<file path="config.mk">
export PLATFORM = sky130hd
export DESIGN_NAME = cpu_alu
export DESIGN_NICKNAME = d
export VERILOG_FILES = /design/src/hw/cpu_pkg.sv /design/src/hw/cpu_alu.sv
export SDC_FILE = /design/constraint.sdc
export NUM_CORES = 1
export LEC_CHECK = 0
export BUFFER_PORTS_ARGS = -buffer_cell sky130_fd_sc_hd__buf_4
export CAP_MARGIN = 20
export CELL_PAD_IN_SITES_DETAIL_PLACEMENT = 0
export CELL_PAD_IN_SITES_GLOBAL_PLACEMENT = 1
export CORE_AREA = 10 10 190 192
export DETAILED_ROUTE_END_ITERATION = 16
export DIE_AREA = 0 0 200 202
export PLACE_DENSITY = 0.68
export SYNTH_ARGS = -nofsm -noshare
export SYNTH_HDL_FRONTEND = slang
export SYNTH_SLANG_ARGS = --single-unit
</file>
<file path="constraint.sdc">
create_clock -name vclk -period 6.9
set_clock_uncertainty 0.15 [all_clocks]
set_input_delay 0 -clock vclk [all_inputs]
set_output_delay 0 -clock vclk [all_outputs]
set_load 0.02 [all_outputs]
</file>
<file path="src/hw/cpu_pkg.sv">
`default_nettype none

package cpu_pkg;

	localparam int word_width = 32;
	localparam int mem_addr_width = 10;
	localparam int reg_count = 32;

	// msb and lsb of each instruction field
	localparam int opcode_msb = 30;
	localparam int opcode_lsb = 25;
	localparam int rt_msb = 24;
	localparam int rt_lsb = 20;
	// shifts take their amount from the ra field and their source from rb
	localparam int ra_msb = 19;
	localparam int ra_lsb = 15;
	localparam int rb_msb = 14;
	localparam int rb_lsb = 10;
	localparam int sv_msb = 9;
	localparam int sv_lsb = 8;
	localparam int sub_base_msb = 4;
	localparam int sub_base_lsb = 0;
	localparam int sub_ls_msb = 7;
	localparam int sub_ls_lsb = 0;
	localparam int imm15_msb = 14;
	localparam int imm15_lsb = 0;
	localparam int imm20_msb = 19;
	localparam int imm20_lsb = 0;

	localparam logic [5:0] op_ty_base = 6'b100000;
	localparam logic [5:0] op_addi = 6'b101000;
	localparam logic [5:0] op_ori = 6'b101100;
	localparam logic [5:0] op_xori = 6'b101011;
	localparam logic [5:0] op_movi = 6'b100010;
	localparam logic [5:0] op_lwi = 6'b000010;
	localparam logic [5:0] op_swi = 6'b001010;
	localparam logic [5:0] op_ty_ls = 6'b011100;

	localparam logic [4:0] sub_add = 5'b00000;
	localparam logic [4:0] sub_sub = 5'b00001;
	localparam logic [4:0] sub_and = 5'b00010;
	localparam logic [4:0] sub_xor = 5'b00011;
	localparam logic [4:0] sub_or = 5'b00100;
	localparam logic [4:0] sub_slli = 5'b01000;
	localparam logic [4:0] sub_srli = 5'b01001;
	localparam logic [4:0] sub_break = 5'b01010;
	localparam logic [4:0] sub_rotri = 5'b01011;

	localparam logic [7:0] ls_lw = 8'b00000010;
	localparam logic [7:0] ls_sw = 8'b00001010;

	// byte addresses seen by the host
	localparam logic [11:0] map_ctrl = 12'h000;
	localparam logic [11:0] map_im = 12'h400;
	localparam logic [11:0] map_dm = 12'h800;
	localparam logic [11:0] map_reg = 12'hC00;
	localparam logic [11:0] map_reg_last = 12'hC7C;

	typedef enum logic [2:0] {
		alu_add, alu_sub, alu_and, alu_or, alu_xor, alu_srl, alu_sll, alu_rotr
	} alu_op_e;

	typedef enum logic [1:0] {imm_none, imm_shamt, imm_15, imm_idx} imm_sel_e;
	typedef enum logic [1:0] {wb_alu, wb_imm20, wb_load} wb_sel_e;
	typedef enum logic [1:0] {ph_fetch, ph_latch, ph_execute, ph_writeback} phase_e;

	typedef struct packed {
		alu_op_e alu_op;
		imm_sel_e imm_sel;
		logic imm_signed;
		wb_sel_e wb_sel;
		logic reg_write;
		logic mem_read;
		logic mem_write;
		logic halt;
	} ctrl_t;

	typedef struct packed {
		logic psel;
		logic penable;
		logic pwrite;
		logic [11:0] paddr;
		logic [word_width-1:0] pwdata;
	} apb_req_t;

	typedef struct packed {
		logic [word_width-1:0] prdata;
		logic pready;
		logic pslverr;
	} apb_rsp_t;

	typedef struct packed {
		logic en;
		logic we;
		logic [mem_addr_width-1:0] addr;
		logic [word_width-1:0] wdata;
	} mem_req_t;

endpackage

`default_nettype wire
</file>
<file path="src/hw/cpu_alu.sv">
`timescale 1ns/1ps
`default_nettype none

module cpu_alu (
	input cpu_pkg::ctrl_t ctrl,
	input logic [cpu_pkg::word_width-1:0] ra_data,
	input logic [cpu_pkg::word_width-1:0] rb_data,
	input logic [cpu_pkg::word_width-1:0] ir,
	output logic [cpu_pkg::word_width-1:0] result,
	output logic [cpu_pkg::word_width-1:0] mem_addr
);

	logic [cpu_pkg::word_width-1:0] op_a;
	logic [cpu_pkg::word_width-1:0] op_b;
	logic [cpu_pkg::word_width-1:0] imm15_ext;
	logic [cpu_pkg::word_width-1:0] imm20_ext;
	logic [cpu_pkg::word_width-1:0] alu_out;
	logic [2*cpu_pkg::word_width-1:0] rot;
	logic [14:0] imm15;
	logic [19:0] imm20;
	logic [4:0] shamt;
	logic [1:0] sv;

	assign imm15 = ir[cpu_pkg::imm15_msb:cpu_pkg::imm15_lsb];
	assign imm20 = ir[cpu_pkg::imm20_msb:cpu_pkg::imm20_lsb];
	assign shamt = ir[cpu_pkg::ra_msb:cpu_pkg::ra_lsb];
	assign sv = ir[cpu_pkg::sv_msb:cpu_pkg::sv_lsb];

	// ori and xori zero-extend
	assign imm15_ext = ctrl.imm_signed ? {{17{imm15[14]}}, imm15} : {17'b0, imm15};
	assign imm20_ext = {{12{imm20[19]}}, imm20};

	assign op_a = (ctrl.imm_sel == cpu_pkg::imm_shamt) ? rb_data : ra_data;

	always_comb begin
		case (ctrl.imm_sel)
			cpu_pkg::imm_shamt: op_b = {27'b0, shamt};
			cpu_pkg::imm_15: op_b = imm15_ext;
			cpu_pkg::imm_idx: op_b = rb_data << sv;
			default: op_b = rb_data;
		endcase
	end

	assign rot = {op_a, op_a} >> op_b[4:0];

	always_comb begin
		case (ctrl.alu_op)
			cpu_pkg::alu_sub: alu_out = op_a - op_b;
			cpu_pkg::alu_and: alu_out = op_a & op_b;
			cpu_pkg::alu_or: alu_out = op_a | op_b;
			cpu_pkg::alu_xor: alu_out = op_a ^ op_b;
			cpu_pkg::alu_srl: alu_out = op_a >> op_b[4:0];
			cpu_pkg::alu_sll: alu_out = op_a << op_b[4:0];
			cpu_pkg::alu_rotr: alu_out = rot[cpu_pkg::word_width-1:0];
			default: alu_out = op_a + op_b;
		endcase
	end

	assign result = (ctrl.wb_sel == cpu_pkg::wb_imm20) ? imm20_ext : alu_out;
	// byte address for loads and stores
	assign mem_addr = op_a + op_b;

endmodule

`default_nettype wire

</file>
==> Word-level counts from Yosys, hierarchy flattened <==
Cells that the tools add are included.
{ "op_classes": {"n_addsub": 2, "n_bitwise": 3, "muxes": 5, "eq_ne": 11, "shifts": 4} }
{ "op_table": {"columns": ["cell", "count"], "rows": [
  ["32-bit case mux with 7 select lines", 1],
  ["32-bit two-way mux", 3],
  ["32-bit case mux with 3 select lines", 1],
  ["64-bit by 5-bit >> shifter with 32-bit output", 1],
  ["32-bit adder", 1],
  ["32-bit AND", 1],
  ["32-bit bitwise OR", 1],
  ["32-bit by 2-bit << shifter with 32-bit output", 1],
  ["32-bit by 5-bit << shifter with 32-bit output", 1],
  ["32-bit by 5-bit >> shifter with 32-bit output", 1],
  ["32-bit subtractor", 1],
  ["32-bit XOR", 1],
  ["3-bit == test (second input constant)", 4],
  ["3-bit by 2-bit == test with 1-bit output (second input constant)", 2],
  ["2-bit by 1-bit == test with 1-bit output (second input constant)", 2],
  ["2-bit == test (second input constant)", 2],
  ["3-bit by 1-bit == test with 1-bit output (second input constant)", 1]
]} }
{ "word_totals": {"input_bits": 108, "out_inout_bits": 64, "regBits": 0} }

==> Logic depth before layout (Yosys ltp) <==
{ "logic_depth": {"word_depth": 5, "depth_mapped": 21} }

==> Worst setup path before layout <==
No wires, ideal clock.
{ "synth_path": {"path_kind": "input to output", "from": "in ctrl[8] (netlist name)", "to": "out result[24] (netlist name)", "slack_ns": 2.407, "cell_stages": 19, "arrival_ns": 4.343, "required_ns": 6.750, "cell_sequence": "buf_4 > and4bb_2 > o21ai_1 > nand2_2 > buf_2 > buf_2 > buf_2 > ha_1 > fa_1 > a211oi_1 > nor2_1 > o31a_1 > a211o_1 > a32oi_1 > nand2_1 > a21o_1 > xnor2_1 > o21ai_0 > a21oi_1"} }
{ "synth_between": {"elab_chain_cells": 5, "elab_cells_between_ends": 15, "classes_between": "2 x add/sub; 3 x eq/ne; 3 x shift; 4 x mux; 3 x bitwise"} }
{ "synth_rtl": {"columns": ["item", "line", "rtl"], "rows": [
  ["start: declaration", "cpu_alu.sv:5", "input cpu_pkg::ctrl_t ctrl,"],
  ["2-bit == test or 2-bit by 1-bit == test with 1-bit output (tied branches)", "cpu_alu.sv:36, cpu_alu.sv:33", null],
  ["32-bit case mux with 3 select lines or 32-bit two-way mux (tied branches)", "cpu_alu.sv:36, cpu_alu.sv:33", null],
  ["32-bit adder *", null, null],
  ["named net mem_addr (one bit)", "cpu_alu.sv:10", "output logic [cpu_pkg::word_width-1:0] mem_addr"],
  ["32-bit case mux with 7 select lines *", "cpu_alu.sv:47", "case (ctrl.alu_op)"],
  ["32-bit two-way mux *", "cpu_alu.sv:59", "assign result = (ctrl.wb_sel == cpu_pkg::wb_imm20) ? imm20_ext : alu_out;"],
  ["end: declaration", "cpu_alu.sv:9", "output logic [cpu_pkg::word_width-1:0] result,"]
]} }
The timed path passes the listed nets; every way through them passes the cells marked *.

==> Worst setup path after layout <==
{ "layout_path": {"from": "in ctrl[8] (netlist name)", "to": "out result[24] (netlist name)"} }
{ "layout_between": {"elab_chain_cells": 5, "elab_cells_between_ends": 15, "classes_between": "2 x add/sub; 3 x eq/ne; 3 x shift; 4 x mux; 3 x bitwise"} }
{ "layout_rtl": {"columns": ["item", "line", "rtl"], "rows": [
  ["2-bit == test or 2-bit by 1-bit == test with 1-bit output (tied branches)", "cpu_alu.sv:36, cpu_alu.sv:33", null],
  ["32-bit case mux with 3 select lines or 32-bit two-way mux (tied branches)", "cpu_alu.sv:36, cpu_alu.sv:33", null],
  ["32-bit adder (tied with other cells)", "cpu_alu.sv:55", "default: alu_out = op_a + op_b;"],
  ["32-bit case mux with 7 select lines *", "cpu_alu.sv:47", null],
  ["32-bit two-way mux *", "cpu_alu.sv:59", null]
]} }
Every way passes the cells marked *; elsewhere a longest branch is shown, timed or not.

==> qor.yml <==
netlist.area_leader.share_pct: 17.4
drive_gt1_share_pct: 16.5
syn_area_per_cell_um2: 6.89
fin_crit_sh_pct: 81.5
hold_class: "input pin to primary output"
rows: 66
finalSetupViolCount: 0
grt_pass1_vias: 12700
postCtsHoldBufs: 0
fill_cells: 3550
dr_wl_met2_mm: 26.5
startpoint: "ctrl[8]"
cellPowerDensity_nw_per_um2: 159
route.vias.total: 13000
required_ps: 6750
synth_nets: 1780
yosysMostFrequentCell: "mux2i_1"
grt_pass1_wl_mm: 85.0
ctsResizeCount: 0
slew_headroom_pct: 25.6
antenna_found_initial: 1
yosys_warnings: 0
drt_pass1_iterations: 6
track_usage_pct: 27.3
leakagePower_uw: 0.00540
nNetsFinal: 1845
drc_errors: 0
grt.overflow.total: 0
routedWlPerCell_um: 28.2
rsz0062_at_grt: "false"
outcome: "finished, final reports clean"
slew_violations: 0
die_w_um: 200
yosys.area.top_type: "mux2i_1"
wl_met3_mm: 5.10
postLayoutCellArea_um2: 12200
route.top_layer_used: "met5"
wirelength_mm: 58.6
synthCells: 1574
ant_nets: 0
gp_congestion: 1.06
synth_cell_types: 90
drv_cap: 0
critPathCaptureType: "primary output"
dp_hpwl_mm: 45.9
seq_area_um2: 0
numPortBuffers: 156
worstPathArrival_ps: 5470
design.seq.count: 0
grt_start_max_net_pins: 60
netlist_area_um2: 10800
fin_crit_ps: 5620
m1WireLength_mm: 24.8
yosys-top-cells-area: "mux2i_1 (17%), ha_1 (11%), a21oi_1 (6.2%), nor2_1 (5.6%), o21ai_0 (4.9%)"
cp-start-kind: "input pin"
cts_setup_buffers: 0
drt_iter0_drc: 1408
core_area_um2: 32300
worst_pin_slew_ps: 1110
nClkBuffers: 0
ir_drop_v: 0.000102
initial_utilization_pct: 33.6
area_growth_pct: 12.2
fin_setup_tns_ps: 0
antennaDiodeCount: 0
synth_sequential_area_ratio_pct: 0
die_area_um2: 40400
synth_common_cells: "mux2i_1 (189), nor2_1 (163), a21oi_1 (135)"
io_pins: 172
holdCritStartpoint: "ir[12]"
max_clock_freq_ghz: 0.178
dpl_cell_area_um2: 12200
chipHeight_um: 202
viasPerCell: 6.28
hold_viol_final: 0
path_class: "input pin to primary output"
critPathMaxFanout: 33
critical path, stage by stage:
cell       delay, ps
buf_4            290
nand2b_2         850
o21ai_0          380
inv_2            270
ha_1             200
inv_1             60
fa_1             460
nor2b_1          170
o211ai_1         270
nand3_1          160
a221oi_2         370
o221ai_1         380
a31oi_1          480
a21boi_0         200
mux2i_1          180
a2111oi_0        340
a21oi_1          170
buf_4            200
power breakdown:
group,leakage [uW],switching (uW),internal (uW)
clock network,0,0,0
logic,0.00540,1240,692
registers,0,0,0
total,0.00540,1240,692
cells by family (layout without fill, tap and decap cells):
group                    Yosys count  in the layout  share of synthesized area [%]
AO/OA/AOI/OAI                    556            556                           35.0
adder cells (fa/ha/maj)           99             99                           11.5
buffers and inverters            231            294                           9.56
AND/OR/NAND/NOR                  402            402                           16.5
XOR/XNOR                          51             51                           4.12
multiplexers                     235            235                           23.3
cells in the final DEF (no fill, tap or decap), types with 5 or more instances in the layout:
cell type and count:
a211oi_1 22, a21boi_0 23, a21o_1 8, a21oi_1 135
a221oi_1 14, a22oi_1 14, a31oi_1 15, and2_1 5
and3_1 6, buf_4 185, ha_1 96, inv_1 97
inv_2 9, mux2_2 30, mux2i_1 189, mux2i_2 7
mux2i_4 5, nand2_1 107, nand2b_1 12, nand3_1 25
nor2_1 163, nor2b_1 15, nor3_1 35, nor4_1 5
o211ai_1 18, o21a_1 7, o21ai_0 106, o21ai_1 7
o21bai_1 16, o221a_2 6, o221ai_1 33, o22a_1 8
o22ai_1 35, o31ai_1 10, o32a_1 22, or3_1 10
xnor2_1 43, xor2_1 8
layer usage:
metal	vias up	track usage, %
li1	5980	-
met1	6263	35.6
met2	686	44.4
met3	117	4.42
met4	2	9.55
met5	-	0
path summary, 6_finish.rpt:
check / endpoint / slack (ps) / cells past startpoint
hold / removal: result[12] / 190 / 3
setup / recovery: result[24] / 1280 / 18
area by class of cell:
class / instances / area (um2) / share of cell area, %
multi-input cells: 1343 / 9810 / 80.6
repair buffers: 185 / 1390 / 11.4
well taps: 442 / 553 / 4.54
inverters: 109 / 414 / 3.40
stage by stage:
stage                     cells  worst slack (ps)  hold slack, ps  total power, uW  utilization, %
final                      2079              1280             187             1930            37.7
after detailed placement   2079              1340             190             1880            37.7
after CTS                  2079              1330             190             1890            37.7
after floorplan            1574              2410            10.2             1230               -
after global placement     2079              1380             188             1890            37.7
after global routing       2079               991             195             2050            37.7
(Power assumes the default switching activity.)
