==> src/hw/cpu_pkg.sv <==
`default_nettype none

package cpu_pkg;

	localparam int word_width = 32;
	localparam int mem_addr_width = 10;
	localparam int reg_count = 32;

	// msb and lsb of each instruction field
	localparam int opcode_msb = 30;
	localparam int opcode_lsb = 25;
	localparam int rt_msb = 24;
	localparam int rt_lsb = 20;
	// shifts take their amount from the ra field and their source from rb
	localparam int ra_msb = 19;
	localparam int ra_lsb = 15;
	localparam int rb_msb = 14;
	localparam int rb_lsb = 10;
	localparam int sv_msb = 9;
	localparam int sv_lsb = 8;
	localparam int sub_base_msb = 4;
	localparam int sub_base_lsb = 0;
	localparam int sub_ls_msb = 7;
	localparam int sub_ls_lsb = 0;
	localparam int imm15_msb = 14;
	localparam int imm15_lsb = 0;
	localparam int imm20_msb = 19;
	localparam int imm20_lsb = 0;

	localparam logic [5:0] op_ty_base = 6'b100000;
	localparam logic [5:0] op_addi = 6'b101000;
	localparam logic [5:0] op_ori = 6'b101100;
	localparam logic [5:0] op_xori = 6'b101011;
	localparam logic [5:0] op_movi = 6'b100010;
	localparam logic [5:0] op_lwi = 6'b000010;
	localparam logic [5:0] op_swi = 6'b001010;
	localparam logic [5:0] op_ty_ls = 6'b011100;

	localparam logic [4:0] sub_add = 5'b00000;
	localparam logic [4:0] sub_sub = 5'b00001;
	localparam logic [4:0] sub_and = 5'b00010;
	localparam logic [4:0] sub_xor = 5'b00011;
	localparam logic [4:0] sub_or = 5'b00100;
	localparam logic [4:0] sub_slli = 5'b01000;
	localparam logic [4:0] sub_srli = 5'b01001;
	localparam logic [4:0] sub_break = 5'b01010;
	localparam logic [4:0] sub_rotri = 5'b01011;

	localparam logic [7:0] ls_lw = 8'b00000010;
	localparam logic [7:0] ls_sw = 8'b00001010;

	// byte addresses seen by the host
	localparam logic [11:0] map_ctrl = 12'h000;
	localparam logic [11:0] map_im = 12'h400;
	localparam logic [11:0] map_dm = 12'h800;
	localparam logic [11:0] map_reg = 12'hC00;
	localparam logic [11:0] map_reg_last = 12'hC7C;

	typedef enum logic [2:0] {
		alu_add, alu_sub, alu_and, alu_or, alu_xor, alu_srl, alu_sll, alu_rotr
	} alu_op_e;

	typedef enum logic [1:0] {imm_none, imm_shamt, imm_15, imm_idx} imm_sel_e;
	typedef enum logic [1:0] {wb_alu, wb_imm20, wb_load} wb_sel_e;
	typedef enum logic [1:0] {ph_fetch, ph_latch, ph_execute, ph_writeback} phase_e;

	typedef struct packed {
		alu_op_e alu_op;
		imm_sel_e imm_sel;
		logic imm_signed;
		wb_sel_e wb_sel;
		logic reg_write;
		logic mem_read;
		logic mem_write;
		logic halt;
	} ctrl_t;

	typedef struct packed {
		logic psel;
		logic penable;
		logic pwrite;
		logic [11:0] paddr;
		logic [word_width-1:0] pwdata;
	} apb_req_t;

	typedef struct packed {
		logic [word_width-1:0] prdata;
		logic pready;
		logic pslverr;
	} apb_rsp_t;

	typedef struct packed {
		logic en;
		logic we;
		logic [mem_addr_width-1:0] addr;
		logic [word_width-1:0] wdata;
	} mem_req_t;

endpackage

`default_nettype wire
==> src/hw/cpu_controller.sv <==
`timescale 1ns/1ps
`default_nettype none

module cpu_controller (
	input logic clock,
	input logic reset,
	input logic run,
	input logic [cpu_pkg::word_width-1:0] instr,
	output cpu_pkg::phase_e phase,
	output cpu_pkg::ctrl_t ctrl,
	output logic fetch_en,
	output logic ir_load,
	output logic pc_en,
	output logic mem_en,
	output logic halt_done
);

	logic [5:0] opcode;
	logic [4:0] sub_base;
	logic [7:0] sub_ls;

	assign opcode = instr[cpu_pkg::opcode_msb:cpu_pkg::opcode_lsb];
	assign sub_base = instr[cpu_pkg::sub_base_msb:cpu_pkg::sub_base_lsb];
	assign sub_ls = instr[cpu_pkg::sub_ls_msb:cpu_pkg::sub_ls_lsb];

	// one instruction in flight, four cycles each
	always_ff @(posedge clock or posedge reset) begin
		if (reset) begin
			phase <= cpu_pkg::ph_fetch;
		end else if (!run) begin
			phase <= cpu_pkg::ph_fetch;
		end else begin
			case (phase)
				cpu_pkg::ph_fetch: phase <= cpu_pkg::ph_latch;
				cpu_pkg::ph_latch: phase <= cpu_pkg::ph_execute;
				cpu_pkg::ph_execute: phase <= cpu_pkg::ph_writeback;
				default: phase <= cpu_pkg::ph_fetch;
			endcase
		end
	end

	assign fetch_en = run && phase == cpu_pkg::ph_fetch;
	assign ir_load = run && phase == cpu_pkg::ph_latch;
	assign pc_en = run && phase == cpu_pkg::ph_latch;
	assign mem_en = run && phase == cpu_pkg::ph_execute && (ctrl.mem_read || ctrl.mem_write);
	assign halt_done = run && phase == cpu_pkg::ph_writeback && ctrl.halt;

	// anything not listed falls through as a no-op
	always_comb begin
		ctrl = '0;
		case (opcode)
			cpu_pkg::op_ty_base: begin
				ctrl.reg_write = 1'b1;
				case (sub_base)
					cpu_pkg::sub_add: ctrl.alu_op = cpu_pkg::alu_add;
					cpu_pkg::sub_sub: ctrl.alu_op = cpu_pkg::alu_sub;
					cpu_pkg::sub_and: ctrl.alu_op = cpu_pkg::alu_and;
					cpu_pkg::sub_or: ctrl.alu_op = cpu_pkg::alu_or;
					cpu_pkg::sub_xor: ctrl.alu_op = cpu_pkg::alu_xor;
					cpu_pkg::sub_srli: begin
						ctrl.alu_op = cpu_pkg::alu_srl;
						ctrl.imm_sel = cpu_pkg::imm_shamt;
					end
					cpu_pkg::sub_slli: begin
						ctrl.alu_op = cpu_pkg::alu_sll;
						ctrl.imm_sel = cpu_pkg::imm_shamt;
					end
					cpu_pkg::sub_rotri: begin
						ctrl.alu_op = cpu_pkg::alu_rotr;
						ctrl.imm_sel = cpu_pkg::imm_shamt;
					end
					cpu_pkg::sub_break: begin
						ctrl.reg_write = 1'b0;
						ctrl.halt = 1'b1;
					end
					default: ctrl.reg_write = 1'b0;
				endcase
			end
			cpu_pkg::op_addi: begin
				ctrl.imm_sel = cpu_pkg::imm_15;
				ctrl.imm_signed = 1'b1;
				ctrl.reg_write = 1'b1;
			end
			cpu_pkg::op_ori: begin
				ctrl.alu_op = cpu_pkg::alu_or;
				ctrl.imm_sel = cpu_pkg::imm_15;
				ctrl.reg_write = 1'b1;
			end
			cpu_pkg::op_xori: begin
				ctrl.alu_op = cpu_pkg::alu_xor;
				ctrl.imm_sel = cpu_pkg::imm_15;
				ctrl.reg_write = 1'b1;
			end
			cpu_pkg::op_movi: begin
				ctrl.wb_sel = cpu_pkg::wb_imm20;
				ctrl.reg_write = 1'b1;
			end
			cpu_pkg::op_lwi: begin
				ctrl.imm_sel = cpu_pkg::imm_15;
				ctrl.imm_signed = 1'b1;
				ctrl.wb_sel = cpu_pkg::wb_load;
				ctrl.mem_read = 1'b1;
				ctrl.reg_write = 1'b1;
			end
			cpu_pkg::op_swi: begin
				ctrl.imm_sel = cpu_pkg::imm_15;
				ctrl.imm_signed = 1'b1;
				ctrl.mem_write = 1'b1;
			end
			cpu_pkg::op_ty_ls: begin
				ctrl.imm_sel = cpu_pkg::imm_idx;
				if (sub_ls == cpu_pkg::ls_lw) begin
					ctrl.wb_sel = cpu_pkg::wb_load;
					ctrl.mem_read = 1'b1;
					ctrl.reg_write = 1'b1;
				end else if (sub_ls == cpu_pkg::ls_sw) begin
					ctrl.mem_write = 1'b1;
				end
			end
			default: ctrl = '0;
		endcase
	end

endmodule

`default_nettype wire

==> config.mk <==
export PLATFORM = sky130hd
export DESIGN_NAME = cpu_controller
export DESIGN_NICKNAME = d
export VERILOG_FILES = /design/src/hw/cpu_pkg.sv /design/src/hw/cpu_controller.sv
export SDC_FILE = /design/constraint.sdc
export NUM_CORES = 1
export LEC_CHECK = 0
export ABC_CLOCK_PERIOD_IN_PS = 4000
export BUFFER_PORTS_ARGS = -buffer_cell sky130_fd_sc_hd__buf_2
export CORE_MARGIN = 3
export CORE_UTILIZATION = 37
export DETAILED_ROUTE_END_ITERATION = 16
export PLACE_DENSITY = 0.83
export SYNTH_ARGS = -nofsm -noshare
export SYNTH_HDL_FRONTEND = slang
export SYNTH_SLANG_ARGS = --single-unit
==> constraint.sdc <==
create_clock -name clock -period 4 [get_ports clock]
set_clock_uncertainty 0.15 [all_clocks]
set_input_delay 0.2 -clock clock [delete_from_list [all_inputs] [get_ports clock]]
set_output_delay 0.2 -clock clock [all_outputs]
set_load 0.03 [all_outputs]
After elaboration in Yosys (flattened, before gate mapping)

Cells that the tools add are included.

Flip-flop bits (word level): 2
Output and inout port bits: 19

Mux-type cells: 17
Reductions and logical operators: 14
Equal/unequal tests: 21

Operators with widths:

| operator                                      | number |
|---|---|
| == test 6 bit, second input constant          | 5 |
| one-hot mux 3 bit (7 select lines)            | 1 |
| == test 5 x 4 -> 1 bit, second input constant | 4 |
| one-hot mux 2 bit (3 select lines)            | 3 |
| == test 5 x 2 -> 1 bit, second input constant | 2 |
| OR reduction 5 bit                            | 2 |
| one-hot mux 3 bit (3 select lines)            | 1 |
| == test 8 x 2 -> 1 bit, second input constant | 1 |
| == test 8 x 4 -> 1 bit, second input constant | 1 |
| OR reduction 8 bit                            | 1 |
| two-way mux 1 bit                             | 7 |
| == test 6 x 2 -> 1 bit, second input constant | 1 |
| == test 6 x 4 -> 1 bit, second input constant | 1 |
| == test 6 x 5 -> 1 bit, second input constant | 1 |
| logical AND 1 bit                             | 6 |
| OR reduction 3 bit                            | 2 |
| == test 5 x 1 -> 1 bit, second input constant | 1 |
| == test 5 x 3 -> 1 bit, second input constant | 1 |
| zero test 5 bit                               | 1 |
| == test 2 bit, second input constant          | 2 |
| two-way mux 4 bit                             | 1 |
| one-hot mux 1 bit (2 select lines)            | 2 |
| one-hot mux 1 bit (3 select lines)            | 1 |
| == test 2 x 1 -> 1 bit, second input constant | 1 |
| other kinds (3)                               | 3 |

Depth between registers and ports, before layout

Depth after elaboration: 6
Depth in mapped cells: 5

Worst setup path after synthesis

Ideal clock, no wire load.

Path type: input -> output
Start: input port instr[29] in the netlist's numbering
End: output port ctrl[11] in the netlist's numbering
Arrival time: 1.931 ns
Data required time: 3.650 ns
Path slack: 1.719 ns
Cell stages on the path: 4
Buffers on the path: 1
Cell sequence: buf_6 or4b_4 or2_4 o31ai_1

RTL lines:

| what        | line                 | source |
|---|---|---|
| from (decl) | cpu_controller.sv:8  | `input logic [cpu_pkg::word_width-1:0] instr,` |
| to (decl)   | cpu_controller.sv:10 | `output cpu_pkg::ctrl_t ctrl,` |

Final worst setup path

Start: input port instr[29] in the netlist's numbering
End: output port halt_done

Longest elaborated chain between the ends: 3

RTL lines:

| what              | line                 | source |
|---|---|---|
| == test 6 bit     | cpu_controller.sv:51 | `case (opcode)` |
| two-way mux 1 bit | cpu_controller.sv:51 |  |
| logical AND 1 bit | cpu_controller.sv:46 | `assign halt_done = run && phase == cpu_pkg::ph_writeback && ctrl.halt;` |
| to (decl)         | cpu_controller.sv:15 | `output logic halt_done` |

No other way between the ends.

==> metrics list <==
- The run finished with clean final reports.
- Max-capacitance violation count: 0
- The worst pin sits at a relative slew slack of 0.747.
- After the last flow step, the layout net total stands at 147.
- The floorplan step defined a die boundary enclosing 1920 um^2.
- The detailed router finished its first iteration with 12 violations.
- Number of warnings issued by yosys: 0
- Horiz. Die Dim: 43.9 um
* N_diodes: 0
* Unrepaired setup endpoints after global routing: no
* Clk pin slew, worst setup/hold paths: 0.03 ns
* Area after DPL: 697 um^2
* Flip-flop cell with the highest count after synthesis: sky130_fd_sc_hd__dfrtp_1
- STA classifies the critical path endpoint as an output pin.
* Arrival time at the worst endpoint: 1.72 ns
- Data on the critical path is required at its endpoint by 3.65 ns.
* Post-synth cell types: 39
- The final number of max-transition violations was 0.
- When the netlist entered floorplanning its net count stood at 110.
* Vias in the first global route: 590
- Leak pwr: 0.419 nW
- Initial antenna violation count: 0
- Overall overflow remaining after global route: 0
- Post-DP HPWL: 1220 um
- Sequential cell area fraction in the yosys report: 0.0943
- CTS built an H-tree with a depth of 1.
- For this design the ratio of total power to cell area is 250 nW/um^2.
- Synthesis inferred 2 register bits.
* Routability cong.: 0.797
- After routing, the total negative slack on setup checks comes to 0 ns.
- Max rail drop VDD: 0.124 mV
* Proportion of synthesized flip-flops having asynchronous set or reset: 1.00
- Minimum clock period: 2.07 ns
* Average wire per cell in the routed design: 12.0 um
- In the routed design, unresolved DRC markers number 0.
- The min-delay analysis places its worst path in the category in2reg.
- Flip-flop count of the largest register, all copies and words added: 2
- Layout cells sized above 1: 0.415
- Along the worst path, the maximum fanout reaches 9.
- CTS sink count: 2
* Io pins: 54
- For this block, the via count after detailed routing is 655.
- More flip-flops sit in one register than any other, and that register is phase.
* Final setup fails: 0
* Hold WS: 0.0977 ns
- STA classifies the critical path startpoint as a primary input.
- Multi-input combinational cell area: 430 um^2
- Crit-path max cell delay: 0.55 ns
- Via density per instance: 5.41
- Period Utilization, post-route: 0.517
- After synthesis, the mean cell area works out to 7.47 um^2.
- Number of instances in the synthesized netlist: 71
* Count of fill cells added during filler insertion: 127
* Synth-to-layout area growth: 37.5%
* Overall global routing resource usage: 0.160
- Chip height: 43.9 um
- Routed Antenna Nets: 0
- After routing the design area is 729 um^2.
- Largest net degree at the start of global routing: 10
- Input and output buffers added on the ports amount to 35.
- Number of buffers on the longest clock path: 2
* Leading registers by flop count: phase (2)
- Clock network latency to the later pin of the worst-skew pair: 0.23 ns
- Clock tree root buffer cell: sky130_fd_sc_hd__clkbuf_4
* Crit path kind: in2out
* Pre-Repair DR Iteration Count: 4
- Crit path max-delay family: simple AND/OR/NAND/NOR gates
* Combined area of all synthesized cells: 531 um^2
- The number of clock buffers added by TritonCTS is 3.
* Critical path buffers and inverters: 2
- Starting density of the core: 0.403
- At the pin with the least slew margin, the transition time is 0.375 ns.
- Total detailed-routing wirelength: 1450 um
- On the critical path, the stage with the largest delay is an instance of sky130_fd_sc_hd__or4b_4.
* Maximum clock rate: 0.484 GHz
- The synthesized design contains 0 enable-type register cells.
* Cells along the critical path: buf_2 > or4b_4 > or2_4 > nor3b_4 > and3_1 > buf_2
- TritonCTS built the clock tree.
* Wire length of the first global-routing pass: 2390 um
- Register Area: 50.0 um^2
- After floorplanning, the core was divided into 13 placement rows.
- The cell that appears most often on the critical path is sky130_fd_sc_hd__buf_2.
* Hold violation count in the final report: 0
- The total area inside the core boundary comes to 1320 um^2.
==> where the power goes <==
part           internal [mW]  switching, mW  leakage [nW]
combinational         0.0364         0.0657         0.380
clock                 0.0333         0.0138        0.0138
sequential            0.0265        0.00676        0.0258
total                 0.0962         0.0863         0.419
==> worst reg2reg max path, cell delays in order, from the launching register on <==
cell	delay, ns
sky130_fd_sc_hd__dfrtp_1	0.39
sky130_fd_sc_hd__inv_1	0.08
sky130_fd_sc_hd__ha_1	0.26
sky130_fd_sc_hd__and2_1	0.16
==> metal layers <==
metal  share of wire  global-route usage
met1            0.39               0.190
met2            0.51               0.276
met4           0.021              0.0843
met5               0                   0
met3           0.084              0.0207
==> kinds of logic (layout without fill, tap and decap cells) <==
family,after synthesis,in the layout,share of synthesized area
xor gates and xnor gates,1,1,0.0165
buffers and inverters,10,45,0.0943
muxes,3,3,0.0590
DFF,2,2,0.0943
AOI/OAI and AO/OA,16,16,0.210
adders and majority gates,4,4,0.0943
and+or+nand+nor,35,35,0.432
==> cells in the mapped netlist (2+ instances only) <==
cell	count	area, um^2
sky130_fd_sc_hd__inv_1	6	22.5
sky130_fd_sc_hd__nor2_1	5	18.8
sky130_fd_sc_hd__and2_1	4	25.0
sky130_fd_sc_hd__ha_1	4	50.1
sky130_fd_sc_hd__nand2_1	4	15.0
sky130_fd_sc_hd__o21ai_0	4	20.0
sky130_fd_sc_hd__nor4_1	3	18.8
sky130_fd_sc_hd__a21oi_1	2	10.0
sky130_fd_sc_hd__dfrtp_1	2	50.1
sky130_fd_sc_hd__mux2i_1	2	20.0
sky130_fd_sc_hd__nor3_1	2	10.0
sky130_fd_sc_hd__nor4b_1	2	17.5
sky130_fd_sc_hd__o31a_1	2	17.5
sky130_fd_sc_hd__o31ai_1	2	15.0
sky130_fd_sc_hd__or2_2	2	12.5
sky130_fd_sc_hd__or3_1	2	12.5
==> final timing paths <==
| kind | start | end | slack [ns] | cells past startpoint |
|---|---|---|---|---|
| max in group asynchronous | reset | phase[0] | 3.37 | 3 |
| max reg2reg | phase[1] | phase[1] | 2.84 | 3 |
| min | run | phase[0] | 0.1 | 2 |
| min in group asynchronous | reset | phase[1] | 0.21 | 3 |
| max | instr[29] | halt_done | 1.93 | 6 |
| min reg2reg | phase[1] | phase[0] | 0.60 | 2 |
==> what timing repair did <==
action,4_1_cts,5_1_grt
hold buffers,1,0
gates resized for setup,0,0
buffers inserted,0,0
endpoints found under the hold margin,2,0
==> stage by stage <==
step | util | cells | total power [mW] | setup WS (ns)
detailed placement | 0.529 | 117 | 0.135 | 1.93
global route | 0.554 | 121 | 0.196 | 1.86
floorplan | - | 71 | 0.103 | 1.72
global placement | 0.529 | 117 | 0.130 | 1.93
finish | 0.554 | 121 | 0.183 | 1.93
CTS | 0.554 | 121 | 0.186 | 1.93
==> area by class of cell <==
cell class,count,share of cell area
tap,15,0.0257
inverter,6,0.0309
timing repair buffer,36,0.254
multi-input combinational,59,0.590
clock buffer,3,0.0309
sequential,2,0.0686
==> cells in the final DEF (no fill, tap or decap), types with 2 or more instances in the layout <==
| cell type | Yosys | final |
|---|---|---|
| sky130_fd_sc_hd__o31ai_1 | 2 | 2 |
| sky130_fd_sc_hd__o21ai_0 | 4 | 4 |
| sky130_fd_sc_hd__nand2_1 | 4 | 4 |
| sky130_fd_sc_hd__nor2_1 | 5 | 5 |
| sky130_fd_sc_hd__ha_1 | 4 | 4 |
| sky130_fd_sc_hd__or3_1 | 2 | 2 |
| sky130_fd_sc_hd__buf_2 | 1 | 35 |
| sky130_fd_sc_hd__or2_2 | 2 | 2 |
| sky130_fd_sc_hd__o31a_1 | 2 | 2 |
| sky130_fd_sc_hd__mux2i_1 | 2 | 2 |
| sky130_fd_sc_hd__inv_1 | 6 | 6 |
| sky130_fd_sc_hd__a21oi_1 | 2 | 2 |
| sky130_fd_sc_hd__nor3_1 | 2 | 2 |
| sky130_fd_sc_hd__clkbuf_4 | 0 | 3 |
| sky130_fd_sc_hd__and2_1 | 4 | 4 |
| sky130_fd_sc_hd__nor4b_1 | 2 | 2 |
| sky130_fd_sc_hd__dfrtp_1 | 2 | 2 |
| sky130_fd_sc_hd__nor4_1 | 3 | 3 |
Power figures use the tool's default switching activity.
