$ cat src/hw/cpu_pkg.sv
`default_nettype none

package cpu_pkg;

	localparam int word_width = 32;
	localparam int mem_addr_width = 10;
	localparam int reg_count = 32;

	// msb and lsb of each instruction field
	localparam int opcode_msb = 30;
	localparam int opcode_lsb = 25;
	localparam int rt_msb = 24;
	localparam int rt_lsb = 20;
	// shifts take their amount from the ra field and their source from rb
	localparam int ra_msb = 19;
	localparam int ra_lsb = 15;
	localparam int rb_msb = 14;
	localparam int rb_lsb = 10;
	localparam int sv_msb = 9;
	localparam int sv_lsb = 8;
	localparam int sub_base_msb = 4;
	localparam int sub_base_lsb = 0;
	localparam int sub_ls_msb = 7;
	localparam int sub_ls_lsb = 0;
	localparam int imm15_msb = 14;
	localparam int imm15_lsb = 0;
	localparam int imm20_msb = 19;
	localparam int imm20_lsb = 0;

	localparam logic [5:0] op_ty_base = 6'b100000;
	localparam logic [5:0] op_addi = 6'b101000;
	localparam logic [5:0] op_ori = 6'b101100;
	localparam logic [5:0] op_xori = 6'b101011;
	localparam logic [5:0] op_movi = 6'b100010;
	localparam logic [5:0] op_lwi = 6'b000010;
	localparam logic [5:0] op_swi = 6'b001010;
	localparam logic [5:0] op_ty_ls = 6'b011100;

	localparam logic [4:0] sub_add = 5'b00000;
	localparam logic [4:0] sub_sub = 5'b00001;
	localparam logic [4:0] sub_and = 5'b00010;
	localparam logic [4:0] sub_xor = 5'b00011;
	localparam logic [4:0] sub_or = 5'b00100;
	localparam logic [4:0] sub_slli = 5'b01000;
	localparam logic [4:0] sub_srli = 5'b01001;
	localparam logic [4:0] sub_break = 5'b01010;
	localparam logic [4:0] sub_rotri = 5'b01011;

	localparam logic [7:0] ls_lw = 8'b00000010;
	localparam logic [7:0] ls_sw = 8'b00001010;

	// byte addresses seen by the host
	localparam logic [11:0] map_ctrl = 12'h000;
	localparam logic [11:0] map_im = 12'h400;
	localparam logic [11:0] map_dm = 12'h800;
	localparam logic [11:0] map_reg = 12'hC00;
	localparam logic [11:0] map_reg_last = 12'hC7C;

	typedef enum logic [2:0] {
		alu_add, alu_sub, alu_and, alu_or, alu_xor, alu_srl, alu_sll, alu_rotr
	} alu_op_e;

	typedef enum logic [1:0] {imm_none, imm_shamt, imm_15, imm_idx} imm_sel_e;
	typedef enum logic [1:0] {wb_alu, wb_imm20, wb_load} wb_sel_e;
	typedef enum logic [1:0] {ph_fetch, ph_latch, ph_execute, ph_writeback} phase_e;

	typedef struct packed {
		alu_op_e alu_op;
		imm_sel_e imm_sel;
		logic imm_signed;
		wb_sel_e wb_sel;
		logic reg_write;
		logic mem_read;
		logic mem_write;
		logic halt;
	} ctrl_t;

	typedef struct packed {
		logic psel;
		logic penable;
		logic pwrite;
		logic [11:0] paddr;
		logic [word_width-1:0] pwdata;
	} apb_req_t;

	typedef struct packed {
		logic [word_width-1:0] prdata;
		logic pready;
		logic pslverr;
	} apb_rsp_t;

	typedef struct packed {
		logic en;
		logic we;
		logic [mem_addr_width-1:0] addr;
		logic [word_width-1:0] wdata;
	} mem_req_t;

endpackage

`default_nettype wire
$ cat src/hw/apb_host_port.sv
`timescale 1ns/1ps
`default_nettype none

module apb_host_port (
	input logic clock,
	input logic reset,
	input cpu_pkg::apb_req_t apb_req,
	input logic halt_done,
	input logic [cpu_pkg::word_width-1:0] im_rdata,
	input logic [cpu_pkg::word_width-1:0] dm_rdata,
	input logic [cpu_pkg::word_width-1:0] reg_data,
	output cpu_pkg::apb_rsp_t apb_rsp,
	output logic run,
	output cpu_pkg::mem_req_t host_im,
	output cpu_pkg::mem_req_t host_dm,
	output logic [4:0] reg_idx
);

	logic access;
	logic hit_ctrl;
	logic hit_im;
	logic hit_dm;
	logic hit_reg;
	logic bad;
	logic mem_rd;
	logic rd_wait;

	assign access = apb_req.psel && apb_req.penable;

	assign hit_ctrl = apb_req.paddr == cpu_pkg::map_ctrl;
	assign hit_im = apb_req.paddr[11:10] == cpu_pkg::map_im[11:10];
	assign hit_dm = apb_req.paddr[11:10] == cpu_pkg::map_dm[11:10];
	assign hit_reg = apb_req.paddr[11:10] == cpu_pkg::map_reg[11:10]
		&& apb_req.paddr <= cpu_pkg::map_reg_last;

	// unmapped, or memory and registers while the core owns them
	assign bad = !(hit_ctrl || hit_im || hit_dm || hit_reg)
		|| (run && (hit_im || hit_dm || hit_reg));
	assign mem_rd = (hit_im || hit_dm) && !apb_req.pwrite && !bad;

	always_ff @(posedge clock or posedge reset) begin
		if (reset) begin
			rd_wait <= 1'b0;
		end else begin
			rd_wait <= access && mem_rd && !rd_wait;
		end
	end

	always_ff @(posedge clock or posedge reset) begin
		if (reset) begin
			run <= 1'b0;
		end else if (access && apb_req.pwrite && hit_ctrl) begin
			run <= apb_req.pwdata[0];
		end else if (halt_done) begin
			run <= 1'b0;
		end
	end

	always_comb begin
		host_im = '0;
		host_im.en = access && hit_im && !bad && (apb_req.pwrite || !rd_wait);
		host_im.we = apb_req.pwrite;
		host_im.addr[7:0] = apb_req.paddr[9:2];
		host_im.wdata = apb_req.pwdata;
		host_dm = host_im;
		host_dm.en = access && hit_dm && !bad && (apb_req.pwrite || !rd_wait);
	end

	assign reg_idx = apb_req.paddr[6:2];

	always_comb begin
		apb_rsp.pready = access && (!mem_rd || rd_wait);
		apb_rsp.pslverr = access && bad;
		if (hit_ctrl) begin
			apb_rsp.prdata = {31'b0, run};
		end else if (hit_im) begin
			apb_rsp.prdata = im_rdata;
		end else if (hit_dm) begin
			apb_rsp.prdata = dm_rdata;
		end else if (hit_reg) begin
			apb_rsp.prdata = reg_data;
		end else begin
			apb_rsp.prdata = '0;
		end
	end

endmodule

`default_nettype wire

$ cat config.mk
export PLATFORM = sky130hd
export DESIGN_NAME = apb_host_port
export DESIGN_NICKNAME = d
export VERILOG_FILES = /design/src/hw/cpu_pkg.sv /design/src/hw/apb_host_port.sv
export SDC_FILE = /design/constraint.sdc
export NUM_CORES = 1
export LEC_CHECK = 0
export BUFFER_PORTS_ARGS = -buffer_cell sky130_fd_sc_hd__buf_2
export CAP_MARGIN = 20
export CORE_AREA = 2 2 106 108
export DETAILED_ROUTE_END_ITERATION = 16
export DIE_AREA = 0 0 108 110
export GPL_ROUTABILITY_DRIVEN = 0
export MAX_ROUTING_LAYER = met4
export PLACE_DENSITY = 0.55
export SLEW_MARGIN = 20
export SYNTH_ARGS = -nofsm -noshare
export SYNTH_HDL_FRONTEND = slang
export SYNTH_SLANG_ARGS = --single-unit
$ cat constraint.sdc
create_clock -name clock -period 1.89 [get_ports clock]
set_input_delay 0.378 -clock clock [delete_from_list [all_inputs] [get_ports clock]]
set_output_delay 0.378 -clock clock [all_outputs]
set_load 0.01 [all_outputs]
# == After elaboration in Yosys (flattened, before gate mapping) ==
# Index checks and enable logic that the tools add are counted.
# word_totals
register_bits,2
wordCells,44
output_inout_bits,128
in_bits,146
# op_classes
eq_ne,3
muxes,6
n_lt_le_gt_ge,1
n_reduce_logical,32
# ops
operator,n
two-way mux 32 bit,4
logical AND 1 bit,17
"less-or-equal comparator 12 bit, second input constant",1
logical NOT 12 bit,1
logical OR 1 bit,8
logical NOT 1 bit,5
"equality test 2 bit, second input constant",2
"equality test 2 x 1 -> 1 bit, second input constant",1
two-way mux 1 bit,2
nonzero test 2 bit,1

# == Depth between registers and ports, before layout ==
# Gate-level depths: netlist (run 1).
# logic_depth
depth_word,11
depth_mapped,8

# == Worst setup path after synthesis (run 1) ==
# Ideal clock, no wire load.
# synth_timing
path_kind,input -> output
start,input apb_req[43] (netlist name)
end,output apb_rsp[33] (netlist name)
required_ns,1.512
arrival_time_ns,1.541
n_path_buf,1
slack_ns,-0.029
cell_stages,5
path_cell_list,inv_1 ha_1 clkdlybuf4s50_2 a221oi_1 nor3_1
# synth_rtl
item,line_no,rtl
start: declaration,apb_host_port.sv:7,"input cpu_pkg::apb_req_t apb_req,"
end: declaration,apb_host_port.sv:12,"output cpu_pkg::apb_rsp_t apb_rsp,"

==> impl_metrics.py, run 1 <==
metrics = {
    "run_status": {
        "outcome": "complete, but fails checks",
        "violations": "setup timing",
    },
    "synth": {
        "syn_area_sq_um": 2240,
        "synthDominantCellAreaShare": 0.312,
        "ys.flop_type": "dfrtp_1",
        "synth-seq-area-share": 0.0224,
        "syn_avg_cell_area_sq_um": 9.16,
        "netlist-cell-type-count": 34,
        "ys_ff_latch": 2,
        "yosys.area.top_type": "buf_4",
        "synthCells": 244,
        "ys_top_cells_by_area": "buf_4 31%, a221oi_2 20%, nor3_2 13%, and2b_2 6.3%, nor2b_1 5.0%",
        "yosysMostFrequentCell": "buf_4",
        "ys_warn_count": 0,
        "synthTopCellsByCount": "93 x buf_4, 30 x a221oi_2, 30 x nor3_2",
        "ys_async_sr_fraction": 1.00,
        "synth_edf_count": 0,
    },
    "setup_path": {
        "cp_max_fo": 3,
        "critPathRequiredTime_ps": 1510,
        "critPathKind": "in2out",
        "worstSetupEndpointType": "output port",
        "startpoint": "apb_req[42]",
        "r2r_start": "run",
        "start_kind": "input port",
        "cp_data_arrival_time_ps": 1700,
    },
    "power": {
        "p_leak_nw": 1.46,
        "powerDensity_nw_per_um2": 266,
        "vdd_drop_max_mv": 0.355,
    },
    "routing": {
        "firstDrtPassIters": 4,
        "drtIter0Drc": 97,
        "drc": 0,
        "viasPerCell": 4.23,
        "drt_wl_total_microns": 6560,
        "ant_nets": 0,
        "vias": 2075,
        "avgRoutedWirePerCell_microns": 13.4,
    },
    "finish": {
        "fill_cells": 1138,
        "diodes": 0,
        "final_layout_size_suffix_gt1_frac": 0.894,
        "regArea_sq_um": 50.0,
        "multi_input_area_sq_um": 1410,
        "nNetsFinal": 502,
        "area_delta_synth_final_pct": 35.2,
        "final_util": 0.283,
    },
    "grt": {
        "grt_max_degree": 39,
        "groute.usage.overall": 0.0974,
        "grt_pass1_vias": 1965,
        "grt-ovfl-total": 0,
        "grt_pass1_wl_microns": 9250,
        "antenna_found_initial": 0,
    },
    "clocking": {
        "cts_tree": "built",
        "clock_latency_ps": 210,
        "path_clk_slew_ps": 30,
        "clockBufferDepth": 2,
        "cts.sinks": 2,
        "h-tree-depth": 1,
        "cts_root_buffer": "clkbuf_8",
        "numCtsBuffers": 3,
    },
    "sta": {
        "rsz0062_at_grt": "true",
        "clock_skew_ps": 0.526,
        "layout_min_cycle_time_ps": 2080,
        "drv_slew": 0,
        "setup_slack_ps": -192,
        "max_freq_mhz": 480,
        "finalCritPeriodShare": 1.10,
        "fin_setup_tns_ps": -3460,
        "finalSetupViolCount": 36,
        "hold_violations": 0,
    },
    "place": {
        "place_ws_ps": -228,
        "io_buffers": 176,
        "dp_hpwl_microns": 5030,
    },
    "floorplan": {
        "initial_core_util": 0.209,
        "fp-row-count": 38,
        "dieArea_sq_um": 11900,
        "core-area_sq_um": 10700,
        "ios": 274,
        "die_w_microns": 108,
        "die_h_microns": 110,
    },
    "flow_run": {
        "max_cap_violations": 0,
    },
    "min_path": {
        "min_path_type": "in2async",
    },
}
## placed cells by master, fill, tap and decap left out, types with 2 or more instances in the layout
master / synthesis / layout
inv_2: 0 / 3
nor2b_1: 18 / 18
nor4b_4: 1 / 2
nand3_1: 2 / 2
a221oi_2: 30 / 31
buf_2: 0 / 168
conb_1: 1 / 4
buf_4: 93 / 20
buf_12: 3 / 6
clkbuf_8: 6 / 3
buf_8: 0 / 2
and3_4: 0 / 3
inv_1: 6 / 3
buf_6: 2 / 11
ha_4: 0 / 3
and2b_2: 16 / 16
dfrtp_1: 2 / 2
nor3_2: 30 / 32
nand2_1: 2 / 2
## critical path: stages
cell and delay [ps]:
buf_8 80, ha_4 120, nor4b_4 220, o211a_4 240, buf_4 120, a221oi_2 50, o31ai_1 300, buf_2 190
## worst paths after layout
check,cells after the start,to,slack (ps)
min,2,run,20
min reg2reg,3,rd_wait,660
max in group asynchronous,2,rd_wait,1760
max,8,apb_rsp[2],-190
min in group clock,2,run,440
max reg2reg,3,rd_wait,500
## through the flow
| stage | total power [mW] | hold slack, ps | cells | instance area (sq um) |
|---|---|---|---|---|
| 6_report | 0.805 | 18.8 | 490 | 3020 |
| 5_1_grt | 0.868 | 33.9 | 490 | 3020 |
| 4_1_cts | 0.804 | 18.9 | 488 | 2960 |
| 3_5_place_dp | 0.593 | 239 | 482 | 2700 |
| 3_3_place_gp | 0.585 | 230 | 482 | 2700 |
| 2_1_floorplan | 0.495 | 119 | 247 | 2250 |
## metal layers
metal  vias to the layer above  track usage  wire (microns)  share of wire
met5                         -            -               0              0
li1                        991            -               -              -
met2                       116        0.181            3380           0.52
met4                         0       0.0266              80          0.012
met3                        20      0.00941             595          0.091
met1                       948        0.112            2510           0.38
## state kept, by name, indices dropped and copies added, names as in the netlist
register / cells
run: 1
rd_wait: 1
## power breakdown
| group | total [mW] | internal, mW | switching [mW] |
|---|---|---|---|
| Combinational | 0.596 | 0.321 | 0.275 |
| Clock | 0.165 | 0.134 | 0.0303 |
| Sequential | 0.0439 | 0.0436 | 0.000244 |
## timing repair
action                                  4_1_cts  5_1_grt
resized for setup                            29       14
cloned                                        2        0
buffers inserted                              1        2
endpoints found under the hold margin         0        0
endpoints found under the setup margin       36       36
pin swaps                                     7        1
hold buffers                                  0        0
## kinds of logic (layout without fill, tap and decap cells)
family          count (synthesis)  count (layout)  synth area share
other cells                     1               4           0.00168
simple gates                   81              81             0.301
mux                             1               1           0.00504
buf+inv                       115             218             0.411
fa+ha+maj                       4               4            0.0224
flops                           2               2            0.0224
compound gates                 40              40             0.237
## final cells by class
class	count	area share
multi-input cells	130	0.466
repair buffers	209	0.438
well taps	140	0.0579
flip-flops and latches	2	0.0166
clock buffers	3	0.0137
inverters	6	0.00745
Power figures use the tool's default switching activity.
==> run 2: changes to the inputs <==
--- a/config.mk
+++ b/config.mk
@@ -11,6 +11,7 @@
 export DETAILED_ROUTE_END_ITERATION = 16
 export DIE_AREA = 0 0 108 110
 export GPL_ROUTABILITY_DRIVEN = 0
+export HOLD_SLACK_MARGIN = 0.12
 export MAX_ROUTING_LAYER = met4
 export PLACE_DENSITY = 0.55
 export SLEW_MARGIN = 20
==> run 2 against run 1 <==
  * The run still ends with setup timing left
  * Clock-buffer cell count is the same
  * Clock skew is the same
  * Critical path depth is the same
  * Die area is the same
  * Critical path type unchanged
  * Critical endpoint unchanged
==> impl_metrics.py, run 2 (synthesis results as in run 1) <==
metrics = {
    "run_status": {
        "outcome": "complete, but fails checks",
        "violations": "setup timing",
    },
    "sta": {
        "setup_slack_ps": -192,
        "drv_slew": 0,
        "clock_skew_ps": 0.526,
        "rsz0062_at_grt": "true",
        "finalCritPeriodShare": 1.10,
        "finalSetupViolCount": 36,
        "layout_min_cycle_time_ps": 2080,
        "fin_setup_tns_ps": -3460,
        "hold_violations": 0,
        "max_freq_mhz": 480,
    },
    "routing": {
        "firstDrtPassIters": 4,
        "viasPerCell": 4.24,
        "drc": 0,
        "ant_nets": 0,
        "drt_wl_total_microns": 6560,
        "drtIter0Drc": 92,
        "vias": 2081,
        "avgRoutedWirePerCell_microns": 13.4,
    },
    "grt": {
        "antenna_found_initial": 0,
        "groute.usage.overall": 0.0976,
        "grt_max_degree": 39,
        "grt-ovfl-total": 0,
        "grt_pass1_wl_microns": 9270,
        "grt_pass1_vias": 1977,
    },
    "place": {
        "placed_area_sq_um": 2700,
        "place_ws_ps": -228,
        "io_buffers": 176,
        "dp_hpwl_microns": 5030,
    },
    "clocking": {
        "cts.sinks": 2,
        "numCtsBuffers": 3,
        "clockBufferDepth": 2,
        "h-tree-depth": 1,
        "path_clk_slew_ps": 30,
        "clock_latency_ps": 210,
        "cts_root_buffer": "clkbuf_8",
        "cts_tree": "built",
    },
    "setup_path": {
        "worstSetupEndpointType": "output port",
        "cp_data_arrival_time_ps": 1700,
        "critPathKind": "in2out",
        "critPathRequiredTime_ps": 1510,
        "cp_max_fo": 3,
        "start_kind": "input port",
    },
    "power": {
        "powerDensity_nw_per_um2": 266,
        "vdd_drop_max_mv": 0.355,
        "p_total_uw": 806,
        "p_leak_nw": 1.46,
    },
    "finish": {
        "largestRegisters": "rd_wait x1, run x1",
        "finalInstanceArea_sq_um": 3030,
        "diodes": 0,
        "final_cell_mix": "168 x buf_2, 32 x nor3_2, 31 x a221oi_2, 20 x buf_4, 18 x nor2b_1",
        "area_delta_synth_final_pct": 35.6,
        "final_util": 0.284,
        "final_common_cell": "buf_2",
        "final_layout_size_suffix_gt1_frac": 0.892,
        "nNetsFinal": 503,
    },
    "floorplan": {
        "die_h_microns": 110,
        "ios": 274,
        "core-area_sq_um": 10700,
        "initial_core_util": 0.209,
        "die_w_microns": 108,
        "dieArea_sq_um": 11900,
        "fp-row-count": 38,
    },
    "flow_run": {
        "max_cap_violations": 0,
    },
    "min_path": {
        "min_path_type": "in2reg",
    },
}
run 2: changes by cell type in the layout (fill, tap and decap cells not counted):
cell	previous run	this run
dlygate4sd3_1	0	1
run 2: through the flow:
step	hold WS [ps]	instances
finish	437	491
global route	445	491
CTS	435	489
detailed placement	239	482
global placement	230	482
floorplan	119	247
run 2: cell type report:
type / instances / area [sq um]
fillers: 1139 / 7660
multi-input cells: 130 / 1410
repair buffers: 210 / 1340
well taps: 140 / 175
flip-flops and latches: 2 / 50.0
clock buffers: 3 / 41.3
inverters: 6 / 22.5
run 2: worst max-delay path, stage by stage:
cell,delay (ps)
buf_8,80
ha_4,120
nor4b_4,220
o211a_4,240
buf_4,120
a221oi_2,50
o31ai_1,300
buf_2,190
run 2: routing by layer:
| metal | global-route usage | routed length [microns] | vias up |
|---|---|---|---|
| met4 | 0.0266 | 80 | 0 |
| met2 | 0.181 | 3390 | 116 |
| met5 | - | 0 | - |
| met3 | 0.00941 | 593 | 20 |
| met1 | 0.112 | 2500 | 952 |
| li1 | - | - | 993 |
run 2: repair_timing:
item / in CTS / in global routing
pin swaps: 7 / 1
buffers inserted: 1 / 2
hold buffers: 1 / 0
cloned: 2 / 0
hold endpoints to repair: 2 / 0
gates resized for setup: 29 / 14
endpoints found under the setup margin: 36 / 36
run 2: final timing paths:
check	from	end	slack, ps	depth (start not counted)
max	apb_req[42]	apb_rsp[2]	-190	8
min	apb_req[0]	run	440	2
max reg2reg	run	rd_wait	500	3
min reg2reg	rd_wait	rd_wait	660	3
max in group asynchronous	reset	rd_wait	1210	3
min in group asynchronous	reset	run	570	3
run 2: power breakdown:
group	internal [mW]	switching [mW]	leakage [nW]	total (mW)
registers	0.0436	0.000244	0.0278	0.0439
clock network	0.134	0.0303	0.0216	0.165
logic	0.323	0.275	1.41	0.598
total	0.501	0.306	1.46	0.806
==> run 3: changes to the inputs <==
--- a/config.mk
+++ b/config.mk
@@ -12,8 +12,8 @@
 export DIE_AREA = 0 0 108 110
 export GPL_ROUTABILITY_DRIVEN = 0
 export HOLD_SLACK_MARGIN = 0.12
-export MAX_ROUTING_LAYER = met4
 export PLACE_DENSITY = 0.55
+export SETUP_SLACK_MARGIN = 0.5
 export SLEW_MARGIN = 20
 export SYNTH_ARGS = -nofsm -noshare
 export SYNTH_HDL_FRONTEND = slang
==> run 3 against run 2 <==
  * The flow still finishes with violations (setup timing)
  * Sequential share of layout area fell by 0.41 points
  * Via count rose by 6.2%
  * Core utilization rose by 9.5 points
  * Register-to-register slack improved by 80 ps
  * First-iteration DRC count fell by 51%
  * Clock power rose by 5%
  * Fmax fell by 1.4%
  * Sequential power barely moved
  * Critical path type unchanged
  * Critical endpoint unchanged
==> impl_metrics.py, run 3 (synthesis results as in run 1) <==
metrics = {
    "routing": {
        "drtIter0Drc": 45,
        "ant_nets": 0,
        "drc": 0,
        "avgRoutedWirePerCell_microns": 15.6,
        "firstDrtPassIters": 2,
        "vias": 2210,
        "dr_wl_met3_microns": 628,
        "drt_wl_total_microns": 8130,
        "routed.top_layer": "met5",
        "viasPerCell": 4.24,
        "wl_met2_microns": 4400,
        "met1Wirelength_microns": 3000,
    },
    "sta": {
        "drv_slew": 0,
        "setup_slack_ps": -221,
        "clock_skew_ps": 3.45,
        "layout_min_cycle_time_ps": 2110,
        "finalCritPeriodShare": 1.12,
        "rsz0062_at_grt": "true",
        "finalSetupViolCount": 36,
        "max_freq_mhz": 474,
        "hold_violations": 0,
        "fin_setup_tns_ps": -6830,
        "whs_ps": 422,
    },
    "floorplan": {
        "dieArea_sq_um": 11900,
        "die_w_microns": 108,
        "core-area_sq_um": 10700,
        "fp-row-count": 38,
        "initial_core_util": 0.209,
        "die_h_microns": 110,
        "ios": 274,
    },
    "setup_path": {
        "reg2reg_slack_ps": 580,
        "cp_slowest_cell": "o211a_4",
        "cpPeakStageDelay_ps": 300,
        "start_kind": "input port",
        "path_cells": "buf_12, ha_4, nor4b_4, o211a_4, a221oi_2, buf_4, o31ai_4, buf_2",
        "crit_family": "compound AO/OA/AOI/OAI gates",
        "regToRegEndpoint": "rd_wait",
        "cp_data_arrival_time_ps": 1730,
        "critPathRequiredTime_ps": 1510,
        "worst-path-buf-inv": 3,
        "ff2ff_path_depth": 3,
        "cp_max_fo": 4,
        "critPathKind": "in2out",
        "r2r_start": "run",
        "worstSetupEndpointType": "output port",
    },
    "finish": {
        "final_layout_size_suffix_gt1_frac": 0.921,
        "nNetsFinal": 533,
        "final_cell_mix": "170 x buf_2, 34 x buf_4, 30 x nor3_4, 29 x a221oi_4, 16 x and2b_2",
        "largestRegisters": "rd_wait x1, run x1",
        "diodes": 0,
        "final_util": 0.378,
        "final_common_cell": "buf_2",
        "area_delta_synth_final_pct": 80.9,
        "finalNonFillerCells": 521,
        "finalInstanceArea_sq_um": 4050,
    },
    "min_path": {
        "min_path_cells": 2,
        "hold_path_end": "run",
        "hp-start": "apb_req[0]",
        "min_path_type": "in2reg",
    },
    "clocking": {
        "cts.sinks": 2,
        "clock_latency_ps": 220,
        "cts_root_buffer": "clkbuf_8",
        "cts_tree": "built",
        "path_clk_slew_ps": 30,
        "h-tree-depth": 1,
        "clockBufferDepth": 2,
        "numCtsBuffers": 3,
    },
    "flow_run": {
        "max_cap_violations": 0,
    },
    "run_status": {
        "outcome": "complete, but fails checks",
        "violations": "setup timing",
    },
    "power": {
        "p_total_mw": 1.02,
        "powerDensity_nw_per_um2": 252,
        "p_leak_nw": 1.78,
        "vdd_drop_max_mv": 0.296,
    },
    "grt": {
        "grt_pass1_vias": 2206,
        "grt_max_degree": 31,
        "groute.usage.overall": 0.118,
        "grt_pass1_wl_microns": 11000,
        "grt-ovfl-total": 0,
        "antenna_found_initial": 1,
    },
    "place": {
        "dp_hpwl_microns": 6120,
        "place_ws_ps": -339,
        "io_buffers": 176,
        "placed_area_sq_um": 3440,
        "place_inst": 498,
    },
}
[run 3: area by class of cell]
| type | count | area, sq um |
|---|---|---|
| well taps | 140 | 175 |
| flip-flops and latches | 2 | 50.0 |
| clock buffers | 3 | 41.3 |
| repair buffers | 240 | 1750 |
| multi-input cells | 130 | 1980 |
| inverters | 6 | 47.5 |
| fillers | 1050 | 6650 |
[run 3: how the worst max path moves through the flow]
stage / cells after the start / from / slack (ps) / endpoint
2_1_floorplan: 6 / apb_req[42] / 130 / apb_rsp[10]
3_3_place_gp: 9 / apb_req[43] / -320 / apb_rsp[1]
3_5_place_dp: 8 / apb_req[43] / -340 / apb_rsp[20]
4_1_cts: 11 / apb_req[42] / -250 / apb_rsp[13]
5_1_grt: 8 / apb_req[43] / -310 / apb_rsp[2]
6_report: 8 / apb_req[43] / -220 / apb_rsp[2]
[run 3: metal layers]
metal,track usage,vias up
li1,-,1051
met1,0.134,1023
met2,0.231,118
met3,0.0206,16
met4,0.0256,2
met5,0,-
[run 3: report_power, final]
| group | switching (mW) | internal, mW | leakage (nW) |
|---|---|---|---|
| clock network | 0.0392 | 0.135 | 0.0216 |
| registers | 0.000303 | 0.0436 | 0.0278 |
| logic | 0.373 | 0.430 | 1.73 |
| total | 0.412 | 0.609 | 1.78 |
[run 3: worst reg2reg max path, delay by kind of cell, from the launching register on]
| family | cells | cell delay (ps) |
|---|---|---|
| simple gates | 2 | 700 |
| flops | 1 | 370 |
| compound gates | 1 | 170 |
[run 3: timing repair]
action	CTS	global route
hold endpoints to repair	2	0
gates cloned	5	2
gates resized for setup	33	27
pin swaps	7	13
hold buffers	1	0
setup endpoints to repair	38	38
buffers inserted	8	4
